**src/vga_pkg.sv**
```systemverilog
`default_nettype none

package vga_pkg;

    // Horizontal timing in pixel clocks
    localparam int h_visible = 640;
    localparam int h_front   = 16;
    localparam int h_sync    = 96;
    localparam int h_back    = 48;
    localparam int h_total   = 800;

    // Vertical timing in lines
    localparam int v_visible = 480;
    localparam int v_front   = 10;
    localparam int v_sync    = 2;
    localparam int v_back    = 33;
    localparam int v_total   = 525;

    // Sync pulse windows, end is exclusive
    localparam int h_sync_start = h_visible + h_front;
    localparam int h_sync_end   = h_sync_start + h_sync;
    localparam int v_sync_start = v_visible + v_front;
    localparam int v_sync_end   = v_sync_start + v_sync;

    localparam int coord_w = 10;
    localparam int bar_w   = h_visible / 8;  // Eight colour bars across the line

    typedef enum logic [1:0] {
        mode_solid = 2'd0,
        mode_text  = 2'd1,
        mode_bars  = 2'd2,
        mode_blue  = 2'd3
    } color_mode_t;

    typedef struct packed {
        color_mode_t mode;      // Bits 31:30
        logic [5:0]  color;     // Bits 29:24, rr gg bb
        logic [23:0] reserved;
    } vga_cfg_t;

    typedef struct packed {
        logic [1:0] r;
        logic [1:0] g;
        logic [1:0] b;
    } rgb_t;

    typedef struct packed {
        logic [coord_w-1:0] x;
        logic [coord_w-1:0] y;
        logic               active;
        logic               hs;      // Active low
        logic               vs;      // Active low
    } scan_pos_t;

    typedef struct packed {
        logic [coord_w-1:0] x;       // Kept for the bar pattern
        logic               glyph_on;
        logic               active;
        logic               hs;
        logic               vs;
    } cell_pix_t;

    localparam vga_cfg_t cfg_reset_value = '{
        mode:     mode_text,
        color:    6'b111111,
        reserved: 24'd0
    };

endpackage

`default_nettype wire

```
**src/vga_timing.sv**
```systemverilog
`timescale 1ns/1ps
`default_nettype none

module vga_timing (
    input  wire                clk,
    input  wire                rst_n,
    output vga_pkg::scan_pos_t pos,
    output logic               frame_start
);
    import vga_pkg::*;

    logic [coord_w-1:0] h_cnt;
    logic [coord_w-1:0] v_cnt;
    logic               h_last;
    logic               v_last;
    logic               in_hsync;
    logic               in_vsync;
    logic               in_active;

    assign h_last = (h_cnt == coord_w'(h_total - 1));
    assign v_last = (v_cnt == coord_w'(v_total - 1));

    assign in_hsync  = (h_cnt >= coord_w'(h_sync_start)) && (h_cnt < coord_w'(h_sync_end));
    assign in_vsync  = (v_cnt >= coord_w'(v_sync_start)) && (v_cnt < coord_w'(v_sync_end));
    assign in_active = (h_cnt < coord_w'(h_visible)) && (v_cnt < coord_w'(v_visible));

    // Free-running pixel and line counters
    always_ff @(posedge clk) begin
        if (!rst_n) begin
            h_cnt <= '0;
            v_cnt <= '0;
        end else if (h_last) begin
            h_cnt <= '0;
            if (v_last) begin
                v_cnt <= '0;  // Wrap to top of frame
            end else begin
                v_cnt <= v_cnt + 1'b1;
            end
        end else begin
            h_cnt <= h_cnt + 1'b1;
        end
    end

    // Outputs lag the counters by one cycle
    always_ff @(posedge clk) begin
        if (!rst_n) begin
            pos <= '{x: '0, y: '0, active: 1'b0, hs: 1'b1, vs: 1'b1};
            frame_start <= 1'b0;
        end else begin
            pos.x      <= h_cnt;
            pos.y      <= v_cnt;
            pos.active <= in_active;
            pos.hs     <= ~in_hsync;  // Syncs are active low
            pos.vs     <= ~in_vsync;
            frame_start <= (h_cnt == '0) && (v_cnt == '0);  // Aligned with pos at origin
        end
    end

endmodule

`default_nettype wire

```
**src/cell_decode.sv**
```systemverilog
`timescale 1ns/1ps
`default_nettype none

module cell_decode (
    input  wire                clk,
    input  wire                rst_n,
    input  wire vga_pkg::scan_pos_t pos,
    output vga_pkg::cell_pix_t pix
);
    import vga_pkg::*;

    logic [1:0] cell_col_lsb;  // Low bits of x/8
    logic [1:0] cell_row_lsb;  // Low bits of y/8
    logic [2:0] px;
    logic [2:0] py;
    logic [1:0] char_code;
    logic       glyph_on;

    // Fixed 8x8 glyph set, four characters
    function automatic logic glyph_bit(input logic [1:0] k, input logic [2:0] cx,
                                       input logic [2:0] cy);
        logic [2:0] diff;
        diff = cx ^ cy;
        if (k == 2'd3) begin
            return (cx == cy);  // Diagonal stroke
        end
        return diff[k];
    endfunction

    assign cell_col_lsb = pos.x[4:3];
    assign cell_row_lsb = pos.y[4:3];
    assign px           = pos.x[2:0];
    assign py           = pos.y[2:0];

    // Character code is (column + row) mod 4
    assign char_code = cell_col_lsb + cell_row_lsb;
    assign glyph_on  = glyph_bit(char_code, px, py);

    always_ff @(posedge clk) begin
        if (!rst_n) begin
            pix <= '{x: '0, glyph_on: 1'b0, active: 1'b0, hs: 1'b1, vs: 1'b1};
        end else begin
            pix.x        <= pos.x;
            pix.glyph_on <= glyph_on;
            pix.active   <= pos.active;
            pix.hs       <= pos.hs;  // Syncs follow the pixel
            pix.vs       <= pos.vs;
        end
    end

endmodule

`default_nettype wire

```
**src/pixel_color.sv**
```systemverilog
`timescale 1ns/1ps
`default_nettype none

module pixel_color (
    input  wire                     clk,
    input  wire                     rst_n,
    input  wire vga_pkg::cell_pix_t pix,
    input  wire vga_pkg::vga_cfg_t  cfg,
    output vga_pkg::rgb_t           rgb,
    output logic                    hs,
    output logic                    vs
);
    import vga_pkg::*;

    localparam rgb_t black     = '{r: 2'b00, g: 2'b00, b: 2'b00};
    localparam rgb_t pure_blue = '{r: 2'b00, g: 2'b00, b: 2'b11};

    logic [2:0] bar;
    rgb_t       cfg_color;
    rgb_t       bar_color;
    rgb_t       rgb_next;

    // x / 80 by comparison against the bar edges
    function automatic logic [2:0] bar_index(input logic [coord_w-1:0] x);
        logic [2:0] idx;
        idx = 3'd0;
        for (int i = 1; i < 8; i++) begin
            if (x >= coord_w'(i * bar_w)) begin
                idx = 3'(i);
            end
        end
        return idx;
    endfunction

    assign bar       = bar_index(pix.x);
    assign cfg_color = rgb_t'(cfg.color);

    // Each bar index bit drives one colour at full level
    assign bar_color = '{
        r: {bar[2], bar[2]},
        g: {bar[1], bar[1]},
        b: {bar[0], bar[0]}
    };

    always_comb begin
        rgb_next = black;
        if (pix.active) begin
            case (cfg.mode)
                mode_solid: rgb_next = cfg_color;
                mode_text:  rgb_next = pix.glyph_on ? cfg_color : black;
                mode_bars:  rgb_next = bar_color;
                mode_blue:  rgb_next = pure_blue;
                default:    rgb_next = black;
            endcase
        end
    end

    // Output register keeps rgb aligned with the syncs
    always_ff @(posedge clk) begin
        if (!rst_n) begin
            rgb <= black;
            hs  <= 1'b1;
            vs  <= 1'b1;
        end else begin
            rgb <= rgb_next;
            hs  <= pix.hs;
            vs  <= pix.vs;
        end
    end

endmodule

`default_nettype wire

```
**src/spi_config.sv**
```systemverilog
`timescale 1ns/1ps
`default_nettype none

module spi_config (
    input  wire               clk,
    input  wire               rst_n,
    input  wire               ss,
    input  wire               sclk,
    input  wire               mosi,
    input  wire               frame_start,
    output logic              miso,
    output vga_pkg::vga_cfg_t cfg
);
    import vga_pkg::*;

    // Pin order is {ss, sclk, mosi}
    logic [2:0]  pin_meta;
    logic [2:0]  pin_sync;
    logic        ss_prev;
    logic        sclk_prev;
    logic        ss_fall;
    logic        ss_rise;
    logic        sclk_rise;
    logic        sclk_fall;
    logic [5:0]  bit_cnt;
    logic [31:0] rx_shift;
    logic [31:0] tx_shift;
    vga_cfg_t    pending;
    logic        pending_valid;

    assign ss_fall   = ss_prev & ~pin_sync[2];
    assign ss_rise   = ~ss_prev & pin_sync[2];
    assign sclk_rise = ~sclk_prev & pin_sync[1] & ~pin_sync[2];
    assign sclk_fall = sclk_prev & ~pin_sync[1] & ~pin_sync[2];

    always_ff @(posedge clk) begin
        if (!rst_n) begin
            pin_meta  <= 3'b100;  // ss idles high
            pin_sync  <= 3'b100;
            ss_prev   <= 1'b1;
            sclk_prev <= 1'b0;
        end else begin
            pin_meta  <= {ss, sclk, mosi};
            pin_sync  <= pin_meta;
            ss_prev   <= pin_sync[2];
            sclk_prev <= pin_sync[1];
        end
    end

    // Receive and readback shift registers
    always_ff @(posedge clk) begin
        if (ss_fall) begin
            tx_shift <= cfg;  // Snapshot for readback
        end else if (sclk_fall) begin
            tx_shift <= {tx_shift[30:0], 1'b0};
        end
        if (sclk_rise) begin
            rx_shift <= {rx_shift[30:0], pin_sync[0]};  // MSB first
        end
        if (ss_rise && bit_cnt == 6'd32) begin
            pending <= vga_cfg_t'(rx_shift);
        end
    end

    always_ff @(posedge clk) begin
        if (!rst_n) begin
            bit_cnt       <= '0;
            miso          <= 1'b0;
            pending_valid <= 1'b0;
            cfg           <= cfg_reset_value;
        end else begin
            if (ss_fall) begin
                bit_cnt <= '0;
                miso    <= cfg[31];  // First bit ready before first rise
            end else if (sclk_fall) begin
                miso <= tx_shift[30];
            end else if (ss_rise) begin
                miso <= 1'b0;
            end
            if (sclk_rise && bit_cnt != '1) begin
                bit_cnt <= bit_cnt + 1'b1;  // Saturates so long bursts never alias 32
            end
            // Applied only at a frame boundary
            if (frame_start && pending_valid) begin
                cfg <= pending;
            end
            if (ss_rise && bit_cnt == 6'd32) begin
                pending_valid <= 1'b1;
            end else if (frame_start) begin
                pending_valid <= 1'b0;
            end
        end
    end

endmodule

`default_nettype wire

```
**src/vga_text_top.sv**
```systemverilog
`timescale 1ns/1ps
`default_nettype none

module vga_text_top (
    input  wire           clk,
    input  wire           rst_n,
    input  wire           ss,
    input  wire           sclk,
    input  wire           mosi,
    output logic          miso,
    output logic          hs,
    output logic          vs,
    output vga_pkg::rgb_t rgb
);
    import vga_pkg::*;

    scan_pos_t pos;          // Stage 1 output
    cell_pix_t pix;          // Stage 2 output
    vga_cfg_t  cfg;
    logic      frame_start;

    vga_timing i_vga_timing (
        .clk         (clk),
        .rst_n       (rst_n),
        .pos         (pos),
        .frame_start (frame_start)
    );

    cell_decode i_cell_decode (
        .clk   (clk),
        .rst_n (rst_n),
        .pos   (pos),
        .pix   (pix)
    );

    pixel_color i_pixel_color (
        .clk   (clk),
        .rst_n (rst_n),
        .pix   (pix),
        .cfg   (cfg),
        .rgb   (rgb),
        .hs    (hs),
        .vs    (vs)
    );

    // Configuration port, updates land on frame start
    spi_config i_spi_config (
        .clk         (clk),
        .rst_n       (rst_n),
        .ss          (ss),
        .sclk        (sclk),
        .mosi        (mosi),
        .frame_start (frame_start),
        .miso        (miso),
        .cfg         (cfg)
    );

endmodule

`default_nettype wire

```
**config.mk**
```make
export PLATFORM = sky130hd
export DESIGN_NAME = vga_text_top
export DESIGN_NICKNAME = d
export VERILOG_FILES = /design/src/vga_pkg.sv /design/src/vga_timing.sv /design/src/cell_decode.sv /design/src/pixel_color.sv /design/src/spi_config.sv /design/src/vga_text_top.sv
export SDC_FILE = /design/constraint.sdc
export NUM_CORES = 1
export LEC_CHECK = 0
export ABC_AREA = 1
export BUFFER_PORTS_ARGS = -buffer_cell sky130_fd_sc_hd__clkbuf_2
export CAP_MARGIN = 20
export CORE_AREA = 2 2 130 107
export CTS_CLUSTER_SIZE = 40
export DETAILED_ROUTE_END_ITERATION = 16
export DIE_AREA = 0 0 132 109
export HOLD_SLACK_MARGIN = 0.08
export PLACE_DENSITY = 0.82
export SLEW_MARGIN = 15
export SYNTH_ARGS = -nofsm -noshare
export SYNTH_HDL_FRONTEND = slang
export SYNTH_SLANG_ARGS = --single-unit
```
**constraint.sdc**
```tcl
create_clock -name clk -period 2.85 [get_ports clk]
set_input_delay 0.285 -clock clk [delete_from_list [all_inputs] [get_ports clk]]
set_output_delay 0.285 -clock clk [all_outputs]
set_load 0.01 [all_outputs]
```
* Word-level counts from Yosys, hierarchy flattened *
Index checks and enable logic that the tools add are counted.

storage, ports and cells
  flip-flop bits (word level) = 204
  input port bits = 5
  output and inout port bits = 9
  logic and storage cells = 114

operators by class
  $add $sub $neg = 4
  magnitude comparators = 14
  equality and inequality tests = 9
  muxes and demuxes = 24
  bitwise logic cells = 14
  reduce and logical (&&, ||, !) cells = 16

operators by type and width
  operator                                                      number
  two-way mux 31 bit                                            2
  >= comparator 10 x 9 -> 1 bit (second input constant)         4
  case mux 6 bit (4 select lines)                               1
  adder 10 x 1 -> 10 bit (second input constant)                2
  equality test 10 bit (second input constant)                  2
  >= comparator 10 bit (second input constant)                  2
  >= comparator 10 x 8 -> 1 bit (second input constant)         2
  logical NOT 10 bit                                            2
  less-than comparator 10 bit (second input constant)           2
  less-than comparator 10 x 9 -> 1 bit (second input constant)  2
  two-way mux 6 bit                                             3
  two-way mux 3 bit                                             4
  >= comparator 10 x 7 -> 1 bit (second input constant)         1
  two-way mux 1 bit                                             10
  two-way mux 10 bit                                            1
  logical AND 1 bit                                             7
  NOT 1 bit                                                     7
  adder 6 x 1 -> 6 bit (second input constant)                  1
  bitwise AND 1 bit                                             6
  equality test 2 bit (second input constant)                   3
  equality test 6 bit (second input constant)                   1
  inequality test 6 bit (second input constant)                 1
  nonzero test 2 bit                                            3
  two-way mux 2 bit                                             2
  10 further kinds                                              10

* Logic depth before layout (Yosys ltp) *
Gate-level depths: netlist (run 1).

  word-level depth = 9
  mapped depth = 12

* Modules after synthesis *
A second synthesis (run 1) with hierarchy kept.

unflattened totals
  cells, all modules = 828
  area, all modules = 7901.3 um2

modules (own cells, without submodules)
  module       times used  cells each  area an instance (um2)  seq. area each (um2)
  spi_config   1           433         5081.1                  3813.7
  vga_timing   1           247         1850.5                  880.8
  cell_decode  1           79          553.0                   280.3
  pixel_color  1           69          416.6                   160.2

* Worst setup path before layout (run 1) *
Ideal clock, no wire load.

  path kind = register to register
  start = register i_spi_config.sclk_prev
  end = register i_spi_config.bit_cnt[5]
  setup time = 0.129 ns
  arrival = 2.363 ns
  data required time = 2.721 ns
  slack = 0.358 ns
  cell stages (with the launch flop) = 7
  period minus slack after synthesis = 2.492 ns
  cell sequence = dfxtp_1 nor3_2 o21ai_0 nand2_1 inv_1 nand2_1 a21oi_1

on the way
  word-level cells in the longest chain between the ends = 5
  elaborated cells between the ends (all ways) = 6
  those cells by class = mux (1); bitwise (3); reduce/logical (2)

ends and longest elaborated chain
  element                                                  line              RTL
  from (decl)                                              spi_config.sv:20  logic sclk_prev;
  from (signal assigned)                                   spi_config.sv:46  sclk_prev <= pin_sync[1];
  NOT 1 bit *                                              spi_config.sv:33  assign sclk_rise = ~sclk_prev & pin_sync[1] & ~pin_sync[2];
  bitwise AND 1 bit * (2 in series)                        spi_config.sv:33
  named net i_spi_config.sclk_rise                         spi_config.sv:23  logic sclk_rise;
  logical AND 1 bit *                                      spi_config.sv:80  if (sclk_rise && bit_cnt != '1) begin
  two-way mux 6 bit or nonzero test 2 bit (tied branches)  n/a
  to (signal assigned)                                     spi_config.sv:81  bit_cnt <= bit_cnt + 1'b1;
  to (decl)                                                spi_config.sv:25  logic [5:0] bit_cnt;

Mark *: on every way through the listed nets, which the timed path passes. The rest lies on a longest branch.
A chain may end at the register's enable or synchronous reset.

* Worst setup path in the final report (run 1) *
  start = register i_spi_config.pin_sync[1]
  end = register i_spi_config.bit_cnt[1]

on the way
  word-level cells in the longest chain between the ends = 4
  elaborated cells between the ends (all ways) = 5
  those cells by class = mux (1); bitwise (2); reduce/logical (2)

ends and longest elaborated chain
  element                                                  line              RTL
  from (decl)                                              spi_config.sv:18  logic [2:0] pin_sync;
  from (signal assigned)                                   spi_config.sv:44  pin_sync <= pin_meta;
  bitwise AND 1 bit * (2 in series)                        spi_config.sv:33
  named net i_spi_config.sclk_rise                         spi_config.sv:23
  logical AND 1 bit *                                      spi_config.sv:80
  two-way mux 6 bit or nonzero test 2 bit (tied branches)  n/a

Marked as above.

==> results_dict.tcl, run 1 <==
set metrics [dict create \
    status "finished clean" \
    numCtsBuffers 17 \
    critPathKind "flip-flop to flip-flop" \
    cp-start-kind "flip-flop" \
    rsz0062_at_grt "false" \
    antenna_cells 0 \
    placementRows 38 \
    arrival_ps 2170 \
    fin_nets 767 \
    synthAdderAreaFrac 0.01179 \
    antenna_found_initial 0 \
    ctsHoldBuffers 3 \
    final_cell_mix "173 x nand2_1, 105 x dfxtp_1, 95 x edfxtp_1" \
    viasPerCell 5.212 \
    relSlewSlack 0.3549 \
    skew_ps 14.64 \
    pin_count 14 \
    rrSetupSlack_ps 960 \
    fin_crit_sh 0.6619 \
    timing.rr.start "i_spi_config.pin_sync[1]" \
    synth_top_family_by_area "simple AND/OR/NAND/NOR gates" \
    postCtsSetupBuffers 0 \
    setup_tns_ps 0 \
    endpoint_kind "flip-flop" \
    p_per_area_mw_per_mm2 662.3 \
    coreArea_mm2 0.01317 \
    hold_class "input pin to flip-flop" \
    hold_violations 0 \
    drive_gt1_frac 0.1042 \
    gr-total-overflow 0 \
    grt_max_degree 34 \
    tightest_slew_ps 966.6 \
    p_leak_nw 3.401 \
    whs_path_depth 2 \
    dp.final_hpwl_um 8957 \
    synthXorXnorAreaFrac 0.01297 \
    postLayoutCoreUtil 0.6323 \
    vias 4941 \
    syn_area_per_cell_um2 10.12 \
    synth.area.mux_share 0 \
    ant_nets 0 \
    maxCapViolCount 0 \
    crit_path_end "i_spi_config.bit_cnt[1]" \
    cts_buffer_depth 2 \
    fillers 1008 \
    synth_area_mm2 0.007426 \
    cts_tree "yes" \
    die_h_um 109 \
    crit_path_max_fanout 15 \
    yosys_warnings 0 \
    r2r_cells 7 \
    initial_core_util 0.5638 \
    synth_compound_area_frac 0.06032 \
    synthDistinctLibCells 35 \
    firstDrtPassIters 6 \
    synthCells 734 \
    drv_slew 0 \
    required_ps 3130 \
    gp_congestion 0.8751 \
    grtUsageTotal 0.2031 \
    drtIter0Drc 653 \
    clk_latency_ps 440 \
    synth.net_count 746 \
    cts_sinks 200 \
    cts_root_buffer "clkbuf_16" \
    wire_per_inst_um 14.26 \
    period_needed_ps 1886 \
    max_freq_ghz 0.5301 \
    fp.dieW_um 132 \
    ys_ff_latch 200 \
    cts.reportedPaths.clkPinSlew_ps 70 \
    ir_drop_mv 0.5063 \
    syn2layout_area_growth_pct 12.15 \
    grt_pass1_vias 4622 \
    critPathLaunch "i_spi_config.pin_sync[1]" \
    synthSimpleGateAreaFrac 0.1901 \
    drc 0 \
    r2r-end "i_spi_config.bit_cnt[1]" \
    grt_pass1_wl_um 22540 \
    portBuffers 13 \
    ctsResizeCount 0 \
    htreeDepth 4 \
    yosysSeqAreaShare 0.6672 \
    final_common_cell "nand2_1" \
    wl_um 13520 \
    die-area_mm2 0.01439 \
    setup_viol 0 \
]
[power breakdown]
group	switching (W)	internal [W]	leakage, nW
sequential	0.0000151	0.00302	1.71
clock	0.00111	0.00124	0.290
combinational	0.0000826	0.0000372	1.40
total	0.00121	0.00430	3.40
[how the worst min path moves through the flow]
stage	from	to	slack (ps)
6_report	rst_n	i_spi_config.ss_prev	300
5_1_grt	rst_n	i_spi_config.ss_prev	320
4_1_cts	rst_n	i_spi_config.ss_prev	300
3_5_place_dp	i_spi_config.pin_sync[0]	i_spi_config.rx_shift[0]	390
3_3_place_gp	i_spi_config.pin_sync[0]	i_spi_config.rx_shift[0]	390
2_1_floorplan	mosi	i_spi_config.pin_meta[0]	380
[final cells by class]
type                       instances  area, um2  area share
multi-input combinational        424       2052      0.2464
inverter                          87      326.6     0.03921
sequential                       200       4955      0.5950
clock buffer                      20      467.9     0.05619
timing repair buffer              25      175.2     0.02103
tap                              180      225.2     0.02704
clock inverter                    12      126.4     0.01517
[state kept, by name, indices dropped and copies added, names as in the netlist, 6 cells and up]
name	count
i_vga_timing.h_cnt	10
i_spi_config.tx_shift	31
i_spi_config.rx_shift	32
i_spi_config.cfg	32
i_cell_decode.pix	10
i_vga_timing.v_cnt	10
i_vga_timing.pos	18
i_pixel_color.rgb	6
i_spi_config.pending	32
i_spi_config.bit_cnt	6
[stage by stage]
stage          total power, W  instance area, um2  std cells  worst slack (ps)  hold slack [ps]
2_1_floorplan        0.003184                7426        734             358.5            382.6
3_3_place_gp         0.003213                7704        913              1117            392.0
3_5_place_dp         0.003220                7704        913             984.6            392.0
4_1_cts              0.005548                8328        948             980.4            301.2
5_1_grt              0.005685                8328        948             820.5            315.8
6_report             0.005516                8328        948             963.7            302.8
[synth_stat cells]
cell / count / area (um2)
nand2_1: 173 / 649.4
dfxtp_1: 105 / 2102
edfxtp_1: 95 / 2853
inv_1: 82 / 307.8
nor2_1: 81 / 304.0
o21ai_0: 48 / 240.2
a21oi_1: 28 / 140.1
nand3_1: 26 / 130.1
clkbuf_1: 16 / 60.06
nor3_1: 9 / 45.04
xor2_1: 9 / 78.83
nand4_1: 8 / 50.05
ha_1: 7 / 87.58
buf_2: 6 / 30.03
or2_2: 6 / 37.54
inv_2: 4 / 15.01
nor2_2: 4 / 25.02
o211ai_1: 4 / 30.03
nand2_2: 2 / 12.51
nand4_4: 2 / 42.54
nor2_4: 2 / 22.52
nor3_2: 2 / 20.02
nor3b_1: 2 / 15.01
xnor2_1: 2 / 17.52
a211oi_1: 1 / 7.510
a21boi_0: 1 / 7.510
a21oi_2: 1 / 8.760
buf_6: 1 / 11.26
clkinv_1: 1 / 3.750
nor2_8: 1 / 20.02
nor3_4: 1 / 16.27
nor4_1: 1 / 6.260
nor4b_2: 1 / 15.01
o22ai_1: 1 / 6.260
o31ai_1: 1 / 7.510
[cell families (layout without fill, tap and decap cells)]
logic type      after synthesis  after routing
fa+ha+maj                     7              7
compound gates               85             85
xor+xnor                     11             11
simple gates                321            321
buf+inv                     110            144
flops                       200            200
[worst max-delay path: stages (launching register included)]
cell and delay, ps:
dfxtp_1 350, inv_1 80, nor3_4 580, o21ai_0 300, nand2_1 170, inv_1 120, nand2_1 90, a21oi_1 60
[per-layer routing]
metal / track usage / wire length [um]
met2: 0.3188 / 6198
met4: 0.07842 / 249
met1: 0.2787 / 6319
met5: 0 / 0
met3: 0.04649 / 749
(Power assumes the default switching activity.)
==> run 2, diff against run 1 <==
--- a/config.mk
+++ b/config.mk
@@ -8,10 +8,10 @@
 export ABC_AREA = 1
 export BUFFER_PORTS_ARGS = -buffer_cell sky130_fd_sc_hd__clkbuf_2
 export CAP_MARGIN = 20
-export CORE_AREA = 2 2 130 107
+export CORE_AREA = 2 2 133 109
 export CTS_CLUSTER_SIZE = 40
 export DETAILED_ROUTE_END_ITERATION = 16
-export DIE_AREA = 0 0 132 109
+export DIE_AREA = 0 0 135 111
 export HOLD_SLACK_MARGIN = 0.08
 export PLACE_DENSITY = 0.82
 export SLEW_MARGIN = 15
==> constraint.sdc (replaced) <==
create_clock -name clk -period 1.7 [get_ports clk]
set_input_delay 0.17 -clock clk [delete_from_list [all_inputs] [get_ports clk]]
set_output_delay 0.17 -clock clk [all_outputs]
set_load 0.01 [all_outputs]
==> results_dict.tcl, run 2 (same netlist as run 1, synthesis figures left out) <==
set metrics [dict create \
    die_h_um 111 \
    grt_max_degree 40 \
    drv_slew 0 \
    grt_pass1_vias 4356 \
    clk_latency_ps 430 \
    dp.final_hpwl_um 8060 \
    largestRegisters "i_spi_config.cfg: 32 flops, i_spi_config.pending: 32 flops, i_spi_config.rx_shift: 32 flops" \
    antenna_found_initial 0 \
    portBuffers 13 \
    maxCapViolCount 0 \
    drtIter0Drc 422 \
    wire_per_inst_um 13.18 \
    gr-total-overflow 0 \
    firstDrtPassIters 5 \
    final_common_cell "nand2_1" \
    viasPerCell 4.891 \
    vias 4676 \
    critPathKind "flip-flop to flip-flop" \
    grtUsageTotal 0.1840 \
    max_freq_ghz 0.6439 \
    hold_class "input pin to flip-flop" \
    ant_nets 0 \
    die-area_mm2 0.01499 \
    numCtsBuffers 17 \
    placementRows 39 \
    period_needed_ps 1553 \
    ir_drop_mv 0.9570 \
    cts_root_buffer "clkbuf_16" \
    multi_input_area_mm2 0.002057 \
    setup_viol 0 \
    fin_nets 771 \
    rsz0062_at_grt "true" \
    cts_buffer_depth 2 \
    postLayoutCoreUtil 0.6023 \
    required_ps 2020 \
    cts_sinks 200 \
    postCtsSetupBuffers 0 \
    fillers 1113 \
    regArea_mm2 0.004956 \
    wl_um 12600 \
    coreArea_mm2 0.01386 \
    cts_tree "yes" \
    drive_gt1_frac 0.1140 \
    skew_ps 8.384 \
    cts.reportedPaths.clkPinSlew_ps 70 \
    drc 0 \
    finalHoldWorstSlack_ps 105.0 \
    fp.dieW_um 135 \
    p_per_area_mw_per_mm2 1085 \
    relSlewSlack 0.4759 \
    final_cell_mix "173 x nand2_1, 104 x dfxtp_1, 95 x edfxtp_1" \
    initial_core_util 0.5358 \
    antenna_cells 0 \
    fin_crit_sh 0.9136 \
    gp_congestion 0.9051 \
    htreeDepth 4 \
    syn2layout_area_growth_pct 12.40 \
    tightest_slew_ps 785.3 \
    arrival_ps 1870 \
    status "finished clean" \
    ctsResizeCount 0 \
    grt_pass1_wl_um 21450 \
    p_leak_nw 3.409 \
    cp-start-kind "flip-flop" \
    hold_violations 0 \
    pin_count 14 \
    endpoint_kind "flip-flop" \
    rrSetupSlack_ps 150 \
    crit_path_max_fanout 10 \
]
-- run 2: changes by cell type in the layout (fill, tap and decap cells not counted), sizes merged --
cell      previous run  this run
clkinv               4         5
buf                  9        13
clkbuf              33        30
clkinvlp             1         3
-- run 2: worst max-delay path: stages (launching register included) --
cell and delay (ps):
dfxtp_1 400, ha_1 210, nand2_2 100, nor2_8 140
nand4_4 140, inv_2 130, nor2_4 50, inv_2 170
o21ai_0 100
-- run 2: final timing paths --
kind	cells after the start	endpoint	start
hold / removal	2	i_vga_timing.pos[1]	rst_n
setup / recovery	8	i_vga_timing.v_cnt[1]	i_vga_timing.h_cnt[1]
hold reg to reg	0	i_spi_config.rx_shift[0]	i_spi_config.pin_sync[0]
setup reg to reg	8	i_vga_timing.v_cnt[1]	i_vga_timing.h_cnt[1]
-- run 2: repair_timing --
item	in CTS	in global routing
hold buffers	3	0
endpoints found under the setup margin	0	11
endpoints found under the hold margin	3	0
-- run 2: layout make-up --
cell class,instances,area share
Clock buffer,17,0.05097
Clock inverter,15,0.01604
Inverter,87,0.03912
Multi-Input combinational cell,424,0.2464
Sequential cell,200,0.5938
Tap cell,184,0.02758
Timing Repair Buffer,29,0.02608
-- run 2: stage by stage --
step | total power, W | setup slack (ps) | cell area (um2) | instances | setup TNS, ps
3_3_place_gp | 0.005392 | 230.8 | 7757 | 921 | 0
6_report | 0.009058 | 146.9 | 8347 | 956 | 0
3_5_place_dp | 0.005401 | 175.5 | 7757 | 921 | 0
2_1_floorplan | 0.005340 | -173.7 | 7441 | 734 | -937.4
5_1_grt | 0.009378 | -50.80 | 8347 | 956 | -226.8
4_1_cts | 0.009144 | 152.1 | 8347 | 956 | 0
-- run 2: routing by layer --
metal	part of all wire	wire, um	global-route usage	vias to the layer above
li1	-	-	-	2435
met1	0.48	6043	0.2573	2123
met2	0.45	5728	0.2761	100
met3	0.053	662	0.05350	18
met4	0.013	168	0.06458	0
met5	0	0	0	-
-- run 2: power by group --
part,internal (W),switching (W)
sequential,0.00507,0.0000257
clock,0.00193,0.00183
combinational,0.0000647,0.000135
==> run 3, diff against run 2 <==
--- a/config.mk
+++ b/config.mk
@@ -6,14 +6,15 @@
 export NUM_CORES = 1
 export LEC_CHECK = 0
 export ABC_AREA = 1
-export BUFFER_PORTS_ARGS = -buffer_cell sky130_fd_sc_hd__clkbuf_2
+export BUFFER_PORTS_ARGS = -buffer_cell sky130_fd_sc_hd__buf_2
 export CAP_MARGIN = 20
-export CORE_AREA = 2 2 133 109
+export CORE_AREA = 2 2 130 107
+export CTS_BUF_LIST = sky130_fd_sc_hd__clkbuf_2 sky130_fd_sc_hd__clkbuf_4 sky130_fd_sc_hd__clkbuf_8
 export CTS_CLUSTER_SIZE = 40
 export DETAILED_ROUTE_END_ITERATION = 16
-export DIE_AREA = 0 0 135 111
+export DIE_AREA = 0 0 132 109
 export HOLD_SLACK_MARGIN = 0.08
-export PLACE_DENSITY = 0.82
+export PLACE_DENSITY = 0.85
 export SLEW_MARGIN = 15
 export SYNTH_ARGS = -nofsm -noshare
 export SYNTH_HDL_FRONTEND = slang
==> results_dict.tcl, run 3 (same netlist as run 1, synthesis figures left out) <==
set metrics [dict create \
    clk_latency_ps 460 \
    ir_drop_mv 0.5725 \
    cts_root_buffer "clkbuf_8" \
    numCtsBuffers 17 \
    htreeDepth 4 \
    relSlewSlack 0.4574 \
    gr-total-overflow 0 \
    vias 4824 \
    setup_viol 0 \
    drv_slew 0 \
    grtUsageTotal 0.1887 \
    cts_sinks 200 \
    slowest_stage "dfxtp_1" \
    skew_ps 17.03 \
    p_per_area_mw_per_mm2 1025 \
    rrSetupSlack_ps 120 \
    drive_gt1_frac 0.1117 \
    use_met2 0.3047 \
    viasPerCell 5.078 \
    portBuffers 13 \
    maxCapViolCount 0 \
    initial_core_util 0.5638 \
    postCtsSetupBuffers 0 \
    final_cells 950 \
    tightest_slew_ps 813.0 \
    wl_um 12660 \
    slowest_delay_ps 420 \
    cp-start-kind "flip-flop" \
    die-area_mm2 0.01439 \
    ant_nets 0 \
    grt_use_met3 0.05160 \
    antenna_found_initial 0 \
    finalPower_w 0.008389 \
    final_cell_mix "173 x nand2_1, 104 x dfxtp_1, 95 x edfxtp_1" \
    coreArea_mm2 0.01317 \
    arrival_ps 1930 \
    wire_per_inst_um 13.33 \
    fin_crit_sh 0.9312 \
    placementRows 38 \
    drtIter0Drc 468 \
    top_usage_layer "met2" \
    ctsResizeCount 0 \
    cts_tree "yes" \
    placed_cells 915 \
    grt_pass1_vias 4667 \
    period_needed_ps 1583 \
    gp_congestion 0.8867 \
    grt_pass1_wl_um 21070 \
    crit_top_cell "inv_2" \
    grt_max_degree 68 \
    path_cells "ha_1 -> nand2_2 -> nor2_8 -> nand4_4 -> inv_2 -> nor2_4 -> inv_2 -> o21ai_0" \
    hold_violations 0 \
    grtUsageMet1 0.2443 \
    endpoint_kind "flip-flop" \
    pin_count 14 \
    p_leak_nw 3.345 \
    required_ps 2050 \
    critPathKind "flip-flop to flip-flop" \
    fp.dieW_um 132 \
    rsz0062_at_grt "false" \
    cts_buffer_depth 2 \
    largestRegisters "i_spi_config.cfg: 32 flops, i_spi_config.pending: 32 flops, i_spi_config.rx_shift: 32 flops" \
    max_freq_ghz 0.6317 \
    ctsHoldBuffers 3 \
    dp.final_hpwl_um 7891 \
    syn2layout_area_growth_pct 10.26 \
    drc 0 \
    final_common_cell "nand2_1" \
    antenna_cells 0 \
    cts.reportedPaths.clkPinSlew_ps 100 \
    status "finished clean" \
    hold_class "input pin to flip-flop" \
    setup_tns_ps 0 \
    crit_path_max_fanout 10 \
    die_h_um 109 \
    fin_nets 769 \
    firstDrtPassIters 5 \
]
run 3: cell types whose count changed in the layout (fill, tap and decap cells not counted), moves of 4 or more:
| cell | change |
|---|---|
| clkbuf_16 | -17 |
| clkbuf_2 | -13 |
| clkbuf_8 | +17 |
| inv_4 | +4 |
| inv_8 | -5 |
| buf_2 | +13 |
run 3: metrics by stage:
step | worst slack (ps) | instance area [um2] | hold slack (ps) | utilization
after detailed placement | 171.6 | 7750 | 355.8 | 0.5884
final | 117.0 | 8188 | 162.5 | 0.6217
after CTS | 117.8 | 8188 | 131.8 | 0.6217
after global placement | 239.0 | 7750 | 357.5 | 0.5884
after global routing | 12.05 | 8188 | 169.2 | 0.6217
after floorplan | -173.7 | 7441 | 267.6 | -
run 3: power breakdown:
part / switching (W) / internal [W]
clock network: 0.00161 / 0.00148
logic: 0.000138 / 0.0000670
registers: 0.0000267 / 0.00507
run 3: worst max-delay path, delay by kind of cell, from the launching register on:
kind / cells / cell delay [ps]
compound gates: 1 / 100
flops: 1 / 420
fa+ha+maj: 1 / 220
simple gates: 4 / 420
buf+inv: 2 / 300
run 3: path summary, 6_finish.rpt:
path / from / to / cells after the start
worst min-delay path: rst_n / i_spi_config.ss_prev / 3
worst min register to register: i_spi_config.pin_sync[0] / i_spi_config.rx_shift[0] / 0
worst max register to register: i_vga_timing.h_cnt[1] / i_vga_timing.v_cnt[1] / 8
worst max-delay path: i_vga_timing.h_cnt[1] / i_vga_timing.v_cnt[1] / 8
run 3: cell type report:
| cell class | instances | area, um2 |
|---|---|---|
| Tap cell | 180 | 225.2 |
| Inverter | 87 | 326.6 |
| Clock inverter | 14 | 166.4 |
| Timing Repair Buffer | 27 | 215.2 |
| Fill cell | 1033 | 4982 |
| Clock buffer | 18 | 241.5 |
| Multi-Input combinational cell | 424 | 2057 |
| Sequential cell | 200 | 4956 |
run 3: per-layer routing:
| layer | vias to the layer above | part of all wire |
|---|---|---|
| li1 | 2427 | - |
| met2 | 128 | 0.46 |
| met5 | - | 0 |
| met3 | 15 | 0.053 |
| met1 | 2254 | 0.47 |
| met4 | 0 | 0.013 |
